`config.mk`:
```
export PLATFORM = sky130hd
export DESIGN_NAME = udp_transmit_handler
export DESIGN_NICKNAME = d
export VERILOG_FILES = /design/src/rtl/udp_tx_pkg.sv /design/src/rtl/udp_command_parser.sv /design/src/rtl/udp_checksum_sequencer.sv /design/src/rtl/udp_fragment_scheduler.sv /design/src/rtl/udp_transmit_handler.sv
export VERILOG_INCLUDE_DIRS = /design/src /design/src/rtl
export SDC_FILE = /design/constraint.sdc
export NUM_CORES = 1
export LEC_CHECK = 0
export BUFFER_PORTS_ARGS = -buffer_cell sky130_fd_sc_hd__clkbuf_2
export CAP_MARGIN = 20
export CORE_MARGIN = 4
export CORE_UTILIZATION = 40
export CTS_CLUSTER_SIZE = 16
export DETAILED_ROUTE_END_ITERATION = 12
export GPL_ROUTABILITY_DRIVEN = 0
export PLACE_DENSITY_LB_ADDON = 0.05
export SYNTH_ARGS = -nofsm -noshare
export SYNTH_HDL_FRONTEND = slang
export SYNTH_SLANG_ARGS = --single-unit
```
`constraint.sdc`:
```
create_clock -name clock -period 4.1 [get_ports clock]
set_clock_uncertainty 0.1 [all_clocks]
set_input_delay 0.615 -clock clock [delete_from_list [all_inputs] [get_ports clock]]
set_output_delay 0.615 -clock clock [all_outputs]
set_load 0.01 [all_outputs]
```
`src/rtl/udp_tx_cfg.svh`:
```
`ifndef UDP_TX_CFG_SVH
`define UDP_TX_CFG_SVH

////////////////////////////////////////////////////////////
// Fragmentation limits
////////////////////////////////////////////////////////////

// Largest UDP payload carried by one IPv4 fragment
`define UDP_TX_MAX_PAYLOAD 1472
// 1472 bytes expressed in 8-byte offset units
`define UDP_TX_FRAG_OFFSET_STEP 184

////////////////////////////////////////////////////////////
// Protocol constants and field widths in bytes
////////////////////////////////////////////////////////////

`define UDP_TX_PROTOCOL_UDP 8'h11
`define UDP_TX_UDP_HEADER_BYTES 8
`define UDP_TX_MAC_BYTES 6
`define UDP_TX_IP_BYTES 4
`define UDP_TX_PORT_BYTES 2

`endif

```
`src/rtl/udp_tx_pkg.sv`:
```
package udp_tx_pkg;

    typedef logic [47:0] mac_addr_t;
    typedef logic [31:0] ipv4_addr_t;
    typedef logic [15:0] udp_port_t;
    typedef logic [15:0] byte_count_t;
    typedef logic [15:0] buffer_addr_t;

    // Bit 13 more fragments, bits 12:0 offset in 8-byte units
    typedef logic [15:0] ipv4_flags_t;

    typedef enum logic [2:0] {
        FIELD_MAC,
        FIELD_DEST_IP,
        FIELD_SIZE,
        FIELD_SRC_PORT,
        FIELD_DST_PORT,
        FIELD_PAYLOAD
    } field_kind_t;

    // One command byte tagged with its field
    typedef struct packed {
        logic        valid;
        field_kind_t kind;
        logic        last;
        logic [7:0]  data;
    } field_byte_t;

    typedef struct packed {
        mac_addr_t   mac_destination;
        ipv4_addr_t  ipv4_destination;
        udp_port_t   udp_source;
        udp_port_t   udp_destination;
        byte_count_t udp_total_payload_size;
    } udp_header_t;

    typedef struct packed {
        logic         valid;
        buffer_addr_t address;
        logic [7:0]   data;
    } buffer_write_t;

    typedef struct packed {
        logic       valid;
        logic       last;
        logic [7:0] data;
    } checksum_byte_t;

    typedef struct packed {
        ipv4_flags_t ipv4_flags;
        byte_count_t udp_fragment_size;
        logic [15:0] ipv4_identification;
    } fragment_t;

endpackage

```
`src/rtl/udp_command_parser.sv`:
```
`timescale 1ns/1ps
`include "udp_tx_cfg.svh"

module udp_command_parser (
    input  logic                       clock,
    input  logic                       reset_n,
    input  logic [8:0]                 data,
    input  logic                       data_enable,
    input  logic                       seq_ready,
    input  logic                       sched_busy,
    output logic                       data_ready,
    output udp_tx_pkg::udp_header_t    header,
    output udp_tx_pkg::field_byte_t    field_out,
    output udp_tx_pkg::buffer_write_t  buffer_write,
    output logic                       frame_loaded
);

    typedef enum logic [2:0] {
        S_IDLE,
        S_MAC,
        S_DEST_IP,
        S_SIZE,
        S_SRC_PORT,
        S_DST_PORT,
        S_PAYLOAD,
        S_WAIT_SCHED
    } state_t;

    state_t                   state;
    state_t                   next_field_state;
    udp_tx_pkg::byte_count_t  byte_count;
    udp_tx_pkg::byte_count_t  field_length;
    udp_tx_pkg::field_kind_t  field_kind;
    logic                     accept;
    logic                     field_done;
    logic [7:0]               data_byte;

    // No new bytes while the scheduler owns the frame
    assign data_ready = seq_ready && (state != S_WAIT_SCHED);
    assign accept     = data_enable && data_ready;
    assign data_byte  = data[7:0];
    assign field_done = (byte_count == field_length - 1'b1);

    ////////////////////////////////////////////////////////////
    // Field length, tag and successor per state
    ////////////////////////////////////////////////////////////
    always_comb begin
        field_length     = 16'(`UDP_TX_MAC_BYTES);
        field_kind       = udp_tx_pkg::FIELD_MAC;
        next_field_state = S_DEST_IP;
        case (state)
            S_DEST_IP: begin
                field_length     = 16'(`UDP_TX_IP_BYTES);
                field_kind       = udp_tx_pkg::FIELD_DEST_IP;
                next_field_state = S_SIZE;
            end
            S_SIZE: begin
                field_length     = 16'($bits(udp_tx_pkg::byte_count_t) / 8);
                field_kind       = udp_tx_pkg::FIELD_SIZE;
                next_field_state = S_SRC_PORT;
            end
            S_SRC_PORT: begin
                field_length     = 16'(`UDP_TX_PORT_BYTES);
                field_kind       = udp_tx_pkg::FIELD_SRC_PORT;
                next_field_state = S_DST_PORT;
            end
            S_DST_PORT: begin
                field_length     = 16'(`UDP_TX_PORT_BYTES);
                field_kind       = udp_tx_pkg::FIELD_DST_PORT;
                next_field_state = S_PAYLOAD;
            end
            S_PAYLOAD: begin
                field_length     = header.udp_total_payload_size;
                field_kind       = udp_tx_pkg::FIELD_PAYLOAD;
                next_field_state = S_WAIT_SCHED;
            end
            default: ;
        endcase
    end

    always_ff @(posedge clock or negedge reset_n) begin
        if (!reset_n) begin
            state        <= S_IDLE;
            byte_count   <= '0;
            header       <= '0;
            field_out    <= '0;
            buffer_write <= '0;
            frame_loaded <= 1'b0;
        end else begin
            field_out.valid    <= 1'b0;
            buffer_write.valid <= 1'b0;
            frame_loaded       <= 1'b0;
            case (state)
                S_IDLE: begin
                    // Unmarked bytes are dropped here
                    if (accept && data[8]) begin
                        header.mac_destination <= {header.mac_destination[39:0], data_byte};
                        field_out  <= '{valid: 1'b1, kind: udp_tx_pkg::FIELD_MAC,
                                        last: 1'b0, data: data_byte};
                        byte_count <= 16'd1;
                        state      <= S_MAC;
                    end
                end
                S_WAIT_SCHED: begin
                    if (!sched_busy) begin
                        state <= S_IDLE;
                    end
                end
                default: begin
                    if (accept) begin
                        field_out <= '{valid: 1'b1, kind: field_kind,
                                       last: field_done, data: data_byte};
                        case (state)
                            S_MAC: header.mac_destination <=
                                {header.mac_destination[39:0], data_byte};
                            S_DEST_IP: header.ipv4_destination <=
                                {header.ipv4_destination[23:0], data_byte};
                            S_SIZE: header.udp_total_payload_size <=
                                {header.udp_total_payload_size[7:0], data_byte};
                            S_SRC_PORT: header.udp_source <=
                                {header.udp_source[7:0], data_byte};
                            S_DST_PORT: header.udp_destination <=
                                {header.udp_destination[7:0], data_byte};
                            default: buffer_write <= '{valid: 1'b1, address: byte_count,
                                                       data: data_byte};
                        endcase
                        if (field_done) begin
                            byte_count   <= '0;
                            state        <= next_field_state;
                            frame_loaded <= (state == S_PAYLOAD);
                        end else begin
                            byte_count <= byte_count + 1'b1;
                        end
                    end
                end
            endcase
        end
    end

endmodule

```
`src/rtl/udp_checksum_sequencer.sv`:
```
`timescale 1ns/1ps
`include "udp_tx_cfg.svh"

module udp_checksum_sequencer (
    input  logic                        clock,
    input  logic                        reset_n,
    input  udp_tx_pkg::field_byte_t     field_in,
    input  udp_tx_pkg::ipv4_addr_t      ipv4_source,
    output logic                        seq_ready,
    output udp_tx_pkg::checksum_byte_t  checksum
);

    typedef enum logic [1:0] {
        S_PASS,
        S_WAIT_FIRST,
        S_INSERT,
        S_EMIT_HELD
    } state_t;

    state_t                   state;
    udp_tx_pkg::field_byte_t  held;
    udp_tx_pkg::field_byte_t  current;
    udp_tx_pkg::byte_count_t  payload_size;
    udp_tx_pkg::byte_count_t  udp_length;
    logic [31:0]              insert_shift;
    logic [31:0]              insert_load;
    logic [1:0]               insert_count;
    logic                     opens_gap;

    assign udp_length = payload_size + 16'(`UDP_TX_UDP_HEADER_BYTES);
    assign current    = (state == S_EMIT_HELD) ? held : field_in;

    // Field ends that are followed by pseudo-header bytes
    assign opens_gap = field_in.valid && field_in.last &&
                       (field_in.kind inside {udp_tx_pkg::FIELD_MAC, udp_tx_pkg::FIELD_DEST_IP,
                                              udp_tx_pkg::FIELD_SIZE, udp_tx_pkg::FIELD_DST_PORT});

    // Bytes inserted ahead of the first byte of each field
    always_comb begin
        case (field_in.kind)
            udp_tx_pkg::FIELD_DEST_IP: insert_load = ipv4_source;
            udp_tx_pkg::FIELD_SIZE:    insert_load = {8'h00, 8'(`UDP_TX_PROTOCOL_UDP), 16'h0000};
            default:                   insert_load = {udp_length, 16'h0000};
        endcase
    end

    always_ff @(posedge clock or negedge reset_n) begin
        if (!reset_n) begin
            state        <= S_PASS;
            seq_ready    <= 1'b1;
            held         <= '0;
            payload_size <= '0;
            insert_shift <= '0;
            insert_count <= '0;
            checksum     <= '0;
        end else begin
            checksum.valid <= 1'b0;
            checksum.last  <= 1'b0;

            ////////////////////////////////////////////////////////////
            // Consume a tagged byte, either direct or held
            ////////////////////////////////////////////////////////////
            if ((state == S_PASS || state == S_EMIT_HELD) && current.valid) begin
                if (current.kind == udp_tx_pkg::FIELD_SIZE) begin
                    payload_size <= {payload_size[7:0], current.data};
                end
                checksum.valid <= !(current.kind inside {udp_tx_pkg::FIELD_MAC,
                                                         udp_tx_pkg::FIELD_SIZE});
                checksum.last  <= (current.kind == udp_tx_pkg::FIELD_PAYLOAD) && current.last;
                checksum.data  <= current.data;
            end

            case (state)
                S_PASS: begin
                    if (opens_gap) begin
                        seq_ready <= 1'b0;
                        state     <= S_WAIT_FIRST;
                    end
                end
                S_WAIT_FIRST: begin
                    if (field_in.valid) begin
                        held         <= field_in;
                        insert_shift <= insert_load;
                        insert_count <= (field_in.kind == udp_tx_pkg::FIELD_DEST_IP) ?
                                        2'(`UDP_TX_IP_BYTES - 1) : 2'd1;
                        state        <= S_INSERT;
                    end else begin
                        // Single-cycle ready windows, at most one byte in flight
                        seq_ready <= !seq_ready;
                    end
                end
                S_INSERT: begin
                    checksum     <= '{valid: 1'b1, last: 1'b0, data: insert_shift[31:24]};
                    insert_shift <= {insert_shift[23:0], 8'h00};
                    insert_count <= insert_count - 1'b1;
                    if (insert_count == 2'd0) begin
                        state <= S_EMIT_HELD;
                    end
                end
                default: begin
                    seq_ready <= 1'b1;
                    state     <= S_PASS;
                end
            endcase
        end
    end

endmodule

```
`src/rtl/udp_fragment_scheduler.sv`:
```
`timescale 1ns/1ps
`include "udp_tx_cfg.svh"

module udp_fragment_scheduler (
    input  logic                     clock,
    input  logic                     reset_n,
    input  logic                     enable,
    input  logic                     frame_loaded,
    input  udp_tx_pkg::byte_count_t  payload_size,
    output logic                     sched_busy,
    output logic                     transmit_valid,
    output udp_tx_pkg::fragment_t    fragment
);

    typedef enum logic [2:0] {
        S_IDLE,
        S_SETUP,
        S_OFFER,
        S_WAIT_BUSY,
        S_WAIT_DONE
    } state_t;

    state_t                   state;
    udp_tx_pkg::byte_count_t  bytes_left;

    // Covers the frame_loaded cycle so the parser never sees a gap
    assign sched_busy = (state != S_IDLE) || frame_loaded;

    always_ff @(posedge clock or negedge reset_n) begin
        if (!reset_n) begin
            state          <= S_IDLE;
            bytes_left     <= '0;
            fragment       <= '0;
            transmit_valid <= 1'b0;
        end else begin
            transmit_valid <= 1'b0;
            case (state)
                S_IDLE: begin
                    if (frame_loaded) begin
                        bytes_left          <= payload_size;
                        fragment.ipv4_flags <= '0;
                        state               <= S_SETUP;
                    end
                end

                ////////////////////////////////////////////////////////////
                // Size and more-fragments bit of the next fragment
                ////////////////////////////////////////////////////////////
                S_SETUP: begin
                    if (bytes_left > 16'(`UDP_TX_MAX_PAYLOAD)) begin
                        fragment.udp_fragment_size <= 16'(`UDP_TX_MAX_PAYLOAD);
                        fragment.ipv4_flags[13]    <= 1'b1;
                        bytes_left                 <= bytes_left - 16'(`UDP_TX_MAX_PAYLOAD);
                    end else begin
                        fragment.udp_fragment_size <= bytes_left;
                        fragment.ipv4_flags[13]    <= 1'b0;
                        bytes_left                 <= '0;
                    end
                    state <= S_OFFER;
                end
                S_OFFER: begin
                    if (enable) begin
                        transmit_valid <= 1'b1;
                        state          <= S_WAIT_BUSY;
                    end
                end
                // Transmitter drops enable while sending
                S_WAIT_BUSY: begin
                    if (!enable) begin
                        state <= S_WAIT_DONE;
                    end
                end
                S_WAIT_DONE: begin
                    if (enable) begin
                        if (bytes_left == '0) begin
                            fragment.ipv4_identification <= fragment.ipv4_identification + 1'b1;
                            state                        <= S_IDLE;
                        end else begin
                            fragment.ipv4_flags[12:0] <= fragment.ipv4_flags[12:0] +
                                                         13'(`UDP_TX_FRAG_OFFSET_STEP);
                            state                     <= S_SETUP;
                        end
                    end
                end
                default: state <= S_IDLE;
            endcase
        end
    end

endmodule

```
`src/rtl/udp_transmit_handler.sv`:
```
`timescale 1ns/1ps

module udp_transmit_handler (
    input  logic                        clock,
    input  logic                        reset_n,
    input  logic                        enable,
    input  logic [8:0]                  data,
    input  logic                        data_enable,
    input  udp_tx_pkg::ipv4_addr_t      ipv4_source,
    output logic                        data_ready,
    output udp_tx_pkg::udp_header_t     header,
    output udp_tx_pkg::buffer_write_t   buffer_write,
    output udp_tx_pkg::checksum_byte_t  checksum,
    output udp_tx_pkg::fragment_t       fragment,
    output logic                        transmit_valid
);

    udp_tx_pkg::field_byte_t  field_byte;
    logic                     seq_ready;
    logic                     sched_busy;
    logic                     frame_loaded;

    ////////////////////////////////////////////////////////////
    // Parser, checksum sequencer, fragment scheduler
    ////////////////////////////////////////////////////////////

    udp_command_parser u_parser (
        .clock        (clock),
        .reset_n      (reset_n),
        .data         (data),
        .data_enable  (data_enable),
        .seq_ready    (seq_ready),
        .sched_busy   (sched_busy),
        .data_ready   (data_ready),
        .header       (header),
        .field_out    (field_byte),
        .buffer_write (buffer_write),
        .frame_loaded (frame_loaded)
    );

    udp_checksum_sequencer u_sequencer (
        .clock       (clock),
        .reset_n     (reset_n),
        .field_in    (field_byte),
        .ipv4_source (ipv4_source),
        .seq_ready   (seq_ready),
        .checksum    (checksum)
    );

    // Size field is complete by the time frame_loaded pulses
    udp_fragment_scheduler u_scheduler (
        .clock          (clock),
        .reset_n        (reset_n),
        .enable         (enable),
        .frame_loaded   (frame_loaded),
        .payload_size   (header.udp_total_payload_size),
        .sched_busy     (sched_busy),
        .transmit_valid (transmit_valid),
        .fragment       (fragment)
    );

endmodule

```
---- Word level (Yosys, flattened, before mapping) ----
Cells that the tools add are included.
Widths: inputs -> output; s select.
operators by class
  equal/unequal tests ..................... 32
  $lt $le $gt $ge ......................... 1
  $add $sub $neg .......................... 7
  bitwise gates (word level) .............. 4
  reductions and logical operators ........ 49
  mux-type cells .......................... 63
operator list
  cell                   number
  $mux 16                9
  $mux 128               1
  $pmux 32 s2            2
  $mux 48                2
  $pmux 48 s2            1
  $mux 25                3
  $mux 13                5
  $mux 32                2
  $pmux 16 s2            2
  $pmux 13 s2            2
  $pmux 16 s3            1
  $pmux 3 s5             3
  $add 16x1->16 const B  2
  $reduce_and 3->1       9
  $mux 3                 8
  $eq 3x3->1 const B     7
  $mux 10                2
  $eq 3x2->1 const B     6
  $add 16x4->16 const B  1
  $eq 16x16->1           1
  $gt 16x11->1 const B   1
  $logic_not 16->1       1
  $ne 2x2->1 const B     8
  $reduce_and 4->1       4
  30 further kinds       73
storage, ports and cells
  output and inout port bits .............. 213
  bits of input ports ..................... 45
  register bits after elaboration ......... 328

---- Longest topological paths before layout ----
  depth in word-level cells ............... 8
  mapped depth ............................ 19
  depth with buffers taken out ............ 14

---- Hierarchy ----
Synthesis repeated with hierarchy kept, for this count alone.
unflattened totals
  cells, all modules ...................... 1460
  area total of the unflattened synthesis .. 15551.2 sq um
by module, submodules not included
  module                  instances  area an instance (sq um)  cells an instance
  udp_command_parser      1          8630.8                    811
  udp_checksum_sequencer  1          3738.6                    338
  udp_fragment_scheduler  1          3181.8                    311

---- Worst setup path before layout ----
Ideal clock, no wire load.
  path type ............................... register -> register
  start point ............................. register u_parser.state[1]
  end point ............................... register u_parser.state[1]
  setup slack ............................. 0.336 ns
  cell stages (with the launch flop) ...... 16
  setup time .............................. 0.125 ns
  data required time ...................... 3.875 ns
  arrival time ............................ 3.540 ns
  buffers on the path ..................... 1
  path through ............................ dfrtp_1 -> inv_1 -> ha_1 -> or4b_1 -> a21boi_0 -> ha_1 -> nor2b_1 -> nand2_1 -> a211oi_1 -> xnor2_1 -> a2111oi_0 -> and4b_1 -> buf_4 -> a31o_2 -> a2bb2oi_2 -> mux2_2
between the ends
  longest elaborated chain between the ends .. 7
ends and longest elaborated chain
  item                                      RTL line                   text
  start, declared                           udp_command_parser.sv:29   state_t state;
  start signal, assigned                    udp_command_parser.sv:129  state <= next_field_state;
  $eq 3x2->1 or $eq 3x3->1 (tied branches)  udp_command_parser.sv:51   case (state)
  $reduce_or 3->1 (no line)                 --
  $pmux 16 s3                               udp_command_parser.sv:51
  $sub 16x1->16                             udp_command_parser.sv:42   assign field_done = (byte_count == field_length - 1'b1);
  $eq 16x16->1                              udp_command_parser.sv:42
  $reduce_bool 3->1 (no line)               --
  $reduce_and 4->1 (no line)                --
Parallel ways exist; a longest one is shown, timed or not. The select of a mux whose other input is x is not followed.
A chain may end at the register's enable or synchronous reset.

---- Worst setup path in the final report ----
  start point ............................. register u_parser.state[0]
  end point ............................... register u_parser.state[1]
Same word-level chain as after synthesis.

==> results.toml <==
[status]
status = "finished with violations"
violations = "hold timing"

[floorplan]
start_util = 0.407
die_h_um = 199
fp.coreArea_um2 = 35700
chipWidth_um = 199
num_rows = 69
die_area_um2 = 39500
ios = 258

[yosys]
synth_area_um2 = 14500
syn-mean-instance-area_um2 = 11.1
synth_compound_area_frac = 0.0994
yosysSeqAreaShare = 0.559
muxShareOfSynthArea = 0.124
postSynth.asyncResetShare = 1.00
synthTopCellsByCount = "dfrtp_1 (324), nand2_1 (195), mux2_2 (151)"
synth_top_area_share = 0.557
synth-seq-cells = 325
synth_ff_type = "dfrtp_1"
synth_simple_gate_area_frac = 0.141
synth_cell_type_count = 70
synthCells = 1314
synth_top_family_by_area = "simple AND/OR/NAND/NOR gates"
synth_area_leader_cell = "dfrtp_1"
synth_fa_ha_area_frac = 0.0145
ys_top_cells_by_area = "dfrtp_1 (56%), mux2_2 (12%), nand2_1 (5.0%)"
synthXorXnorAreaFrac = 0.0319
synth_edf_count = 0
yosysMostFrequentCell = "dfrtp_1"
yosys_warnings = 0

[cts]
cts_tree = "done"
cts-root-buf = "clkbuf_16"
clockBufferDepth = 3
cts_buffers = 38
h-tree-depth = 2
clock_latency_ns = 0.54
clk_pin_slew_worst_paths_ns = 0.06
numClockSinks = 325
cts_hold_buffers = 0

[grt]
track_usage = 0.199
overflow = 0
grt_pass1_vias = 11047
grt_antenna_before_repair = 0
grt_max_degree = 92
grt_pass1_wl_um = 63200

[route]
highest_layer = "met4"
ant_nets = 0
drt-met1-wl_um = 18800
drtIter0Drc = 506
wl_met2_um = 17200
drt_wl_total_um = 39500
dr.pass1.iters = 7
wl_met3_um = 2680
post-route-drc-count = 0
vias_per_cell = 5.28
wl_per_cell_um = 19.2
vias = 10877

[finish]
drive_above_1_share = 0.329
area_delta_synth_final_pct = 21.9
nets = 1632
fin_util = 0.496
final_area_um2 = 17700
diodes = 0

[sta]
fmax_mhz = 253
final_hold_viol_count = 3
setup_viol = 0
worst_slew_pin_slew_ns = 0.904
fin_crit_sh = 0.962
tns_ns = 0
setup_slack_ns = 0.155
min_period_ns = 3.94
fin_hold_ws_ns = -0.0166
final_max_slew_viol_count = 0
relSlewSlack = 0.397

[setup_path]
r2r.worst_path.cells = 14
worstPathRequired_ns = 4.42
worstSetupEndpointType = "register"
critPathLaunchType = "register"
r2r-end = "u_parser.state[1]"
critPathArrivalTime_ns = 4.27
r2r_setup_slack_ns = 0.16
timing.rr.start = "u_parser.state[0]"
worstPathMaxFanout = 6
worstSetupPathType = "reg -> reg"

[placed_design]
dp_slack_ns = -0.0581
io_buffers = 252
hpwl_um = 27000
place_area_um2 = 16400

[job]
cap_violations = 0

[power]
peakVddDrop_uv = 229
p_leak_uw = 0.00914
powerDensity_nw_per_um2 = 389

[hold_path]
min_path_type = "in -> async"
## layer usage
layer | global-route usage | vias to the layer above
met5 | 0 | -
met4 | 0.0514 | 0
met3 | 0.0518 | 59
met2 | 0.292 | 287
met1 | 0.295 | 5409
li1 | - | 5122
## layout make-up
cell class	count	area, um2
Multi-Input combinational cell	894	6080
Tap cell	461	577
Inverter	20	75.1
Clock inverter	11	140
Clock buffer	56	1100
Sequential cell	325	8130
Timing Repair Buffer	292	1630
Fill cell	3333	18000
## cells in the final DEF (no fill, tap or decap), types with 8 or more instances in the layout
| master | Yosys | final |
|---|---|---|
| or3_1 | 11 | 10 |
| clkbuf_16 | 0 | 38 |
| mux2i_1 | 11 | 11 |
| nor3b_1 | 9 | 8 |
| clkbuf_8 | 0 | 8 |
| nand2_1 | 195 | 195 |
| nor2_1 | 90 | 90 |
| nor4_1 | 10 | 8 |
| nand2b_1 | 17 | 17 |
| ha_1 | 16 | 15 |
| nand3_1 | 32 | 31 |
| inv_1 | 19 | 19 |
| a22o_1 | 18 | 18 |
| mux2_2 | 151 | 151 |
| o21ai_0 | 57 | 57 |
| buf_4 | 6 | 35 |
| nor3_1 | 13 | 12 |
| a31oi_1 | 16 | 16 |
| a221oi_1 | 13 | 13 |
| and3_1 | 22 | 22 |
| xor2_1 | 19 | 19 |
| clkbuf_2 | 0 | 251 |
| dfrtp_1 | 324 | 324 |
| and2_1 | 11 | 11 |
| clkbuf_1 | 61 | 10 |
| xnor2_1 | 34 | 34 |
| a21oi_1 | 45 | 45 |
## flip-flops by register name, indices dropped and copies added, names as in the netlist, 2 cells and up
register                  cells
u_parser.header             128
u_scheduler.fragment         43
u_sequencer.insert_shift     32
u_parser.buffer_write        25
u_parser.byte_count          16
u_scheduler.bytes_left       16
u_sequencer.payload_size     16
u_parser.field_out           13
u_sequencer.held             13
u_sequencer.checksum         10
u_parser.state                3
u_scheduler.state             3
u_sequencer.insert_count      2
u_sequencer.state             2
## through the flow
step | std cells | total power [uW]
after floorplan | 1318 | 3460
after global placement | 1988 | 3630
after detailed placement | 1988 | 3630
after CTS | 2058 | 7020
after global routing | 2059 | 7200
final | 2059 | 6910
## critical path, stage by stage, from the launching register on
cell	delay [ns]
dfrtp_1	0.39
inv_1	0.09
ha_1	0.22
or4b_4	0.56
a21boi_1	0.17
ha_2	0.22
nand2b_1	0.11
or3_1	0.39
a21oi_1	0.19
xnor2_1	0.13
a21oi_1	0.08
o211a_2	0.32
a31oi_1	0.30
a2bb2oi_4	0.20
mux2_2	0.35
## where the power goes
part | leakage [uW] | switching, uW | internal, uW
clock network | 0.000603 | 1400 | 1940
logic | 0.00412 | 193 | 86.1
registers | 0.00442 | 38.9 | 3250
total | 0.00914 | 1630 | 5280
## kinds of logic after synthesis
kind of cell             count (synthesis)
other                                    1
XOR/XNOR                                53
buffers and inverters                   99
adder cells (fa/ha/maj)                 17
multiplexers                           162
flip-flops                             325
AO/OA/AOI/OAI                          214
AND/OR/NAND/NOR                        443
## worst max path at each step
stage,end,start,slack (ns)
after floorplan,u_parser.state[1],u_parser.state[1],0.34
after detailed placement,u_parser.byte_count[11],u_parser.state[0],-0.06
final,u_parser.state[1],u_parser.state[0],0.16
after global routing,u_parser.byte_count[11],u_parser.state[0],-0.01
after CTS,u_parser.byte_count[14],u_parser.state[0],0.03
after global placement,u_parser.byte_count[11],u_parser.state[0],0.03
## what timing repair did
action,CTS,global route
pin swaps,1,2
setup buffers,3,0
gates resized for setup,1,10
endpoints found under the setup margin,11,16
Note: power is estimated with default switching activity, not from simulation.
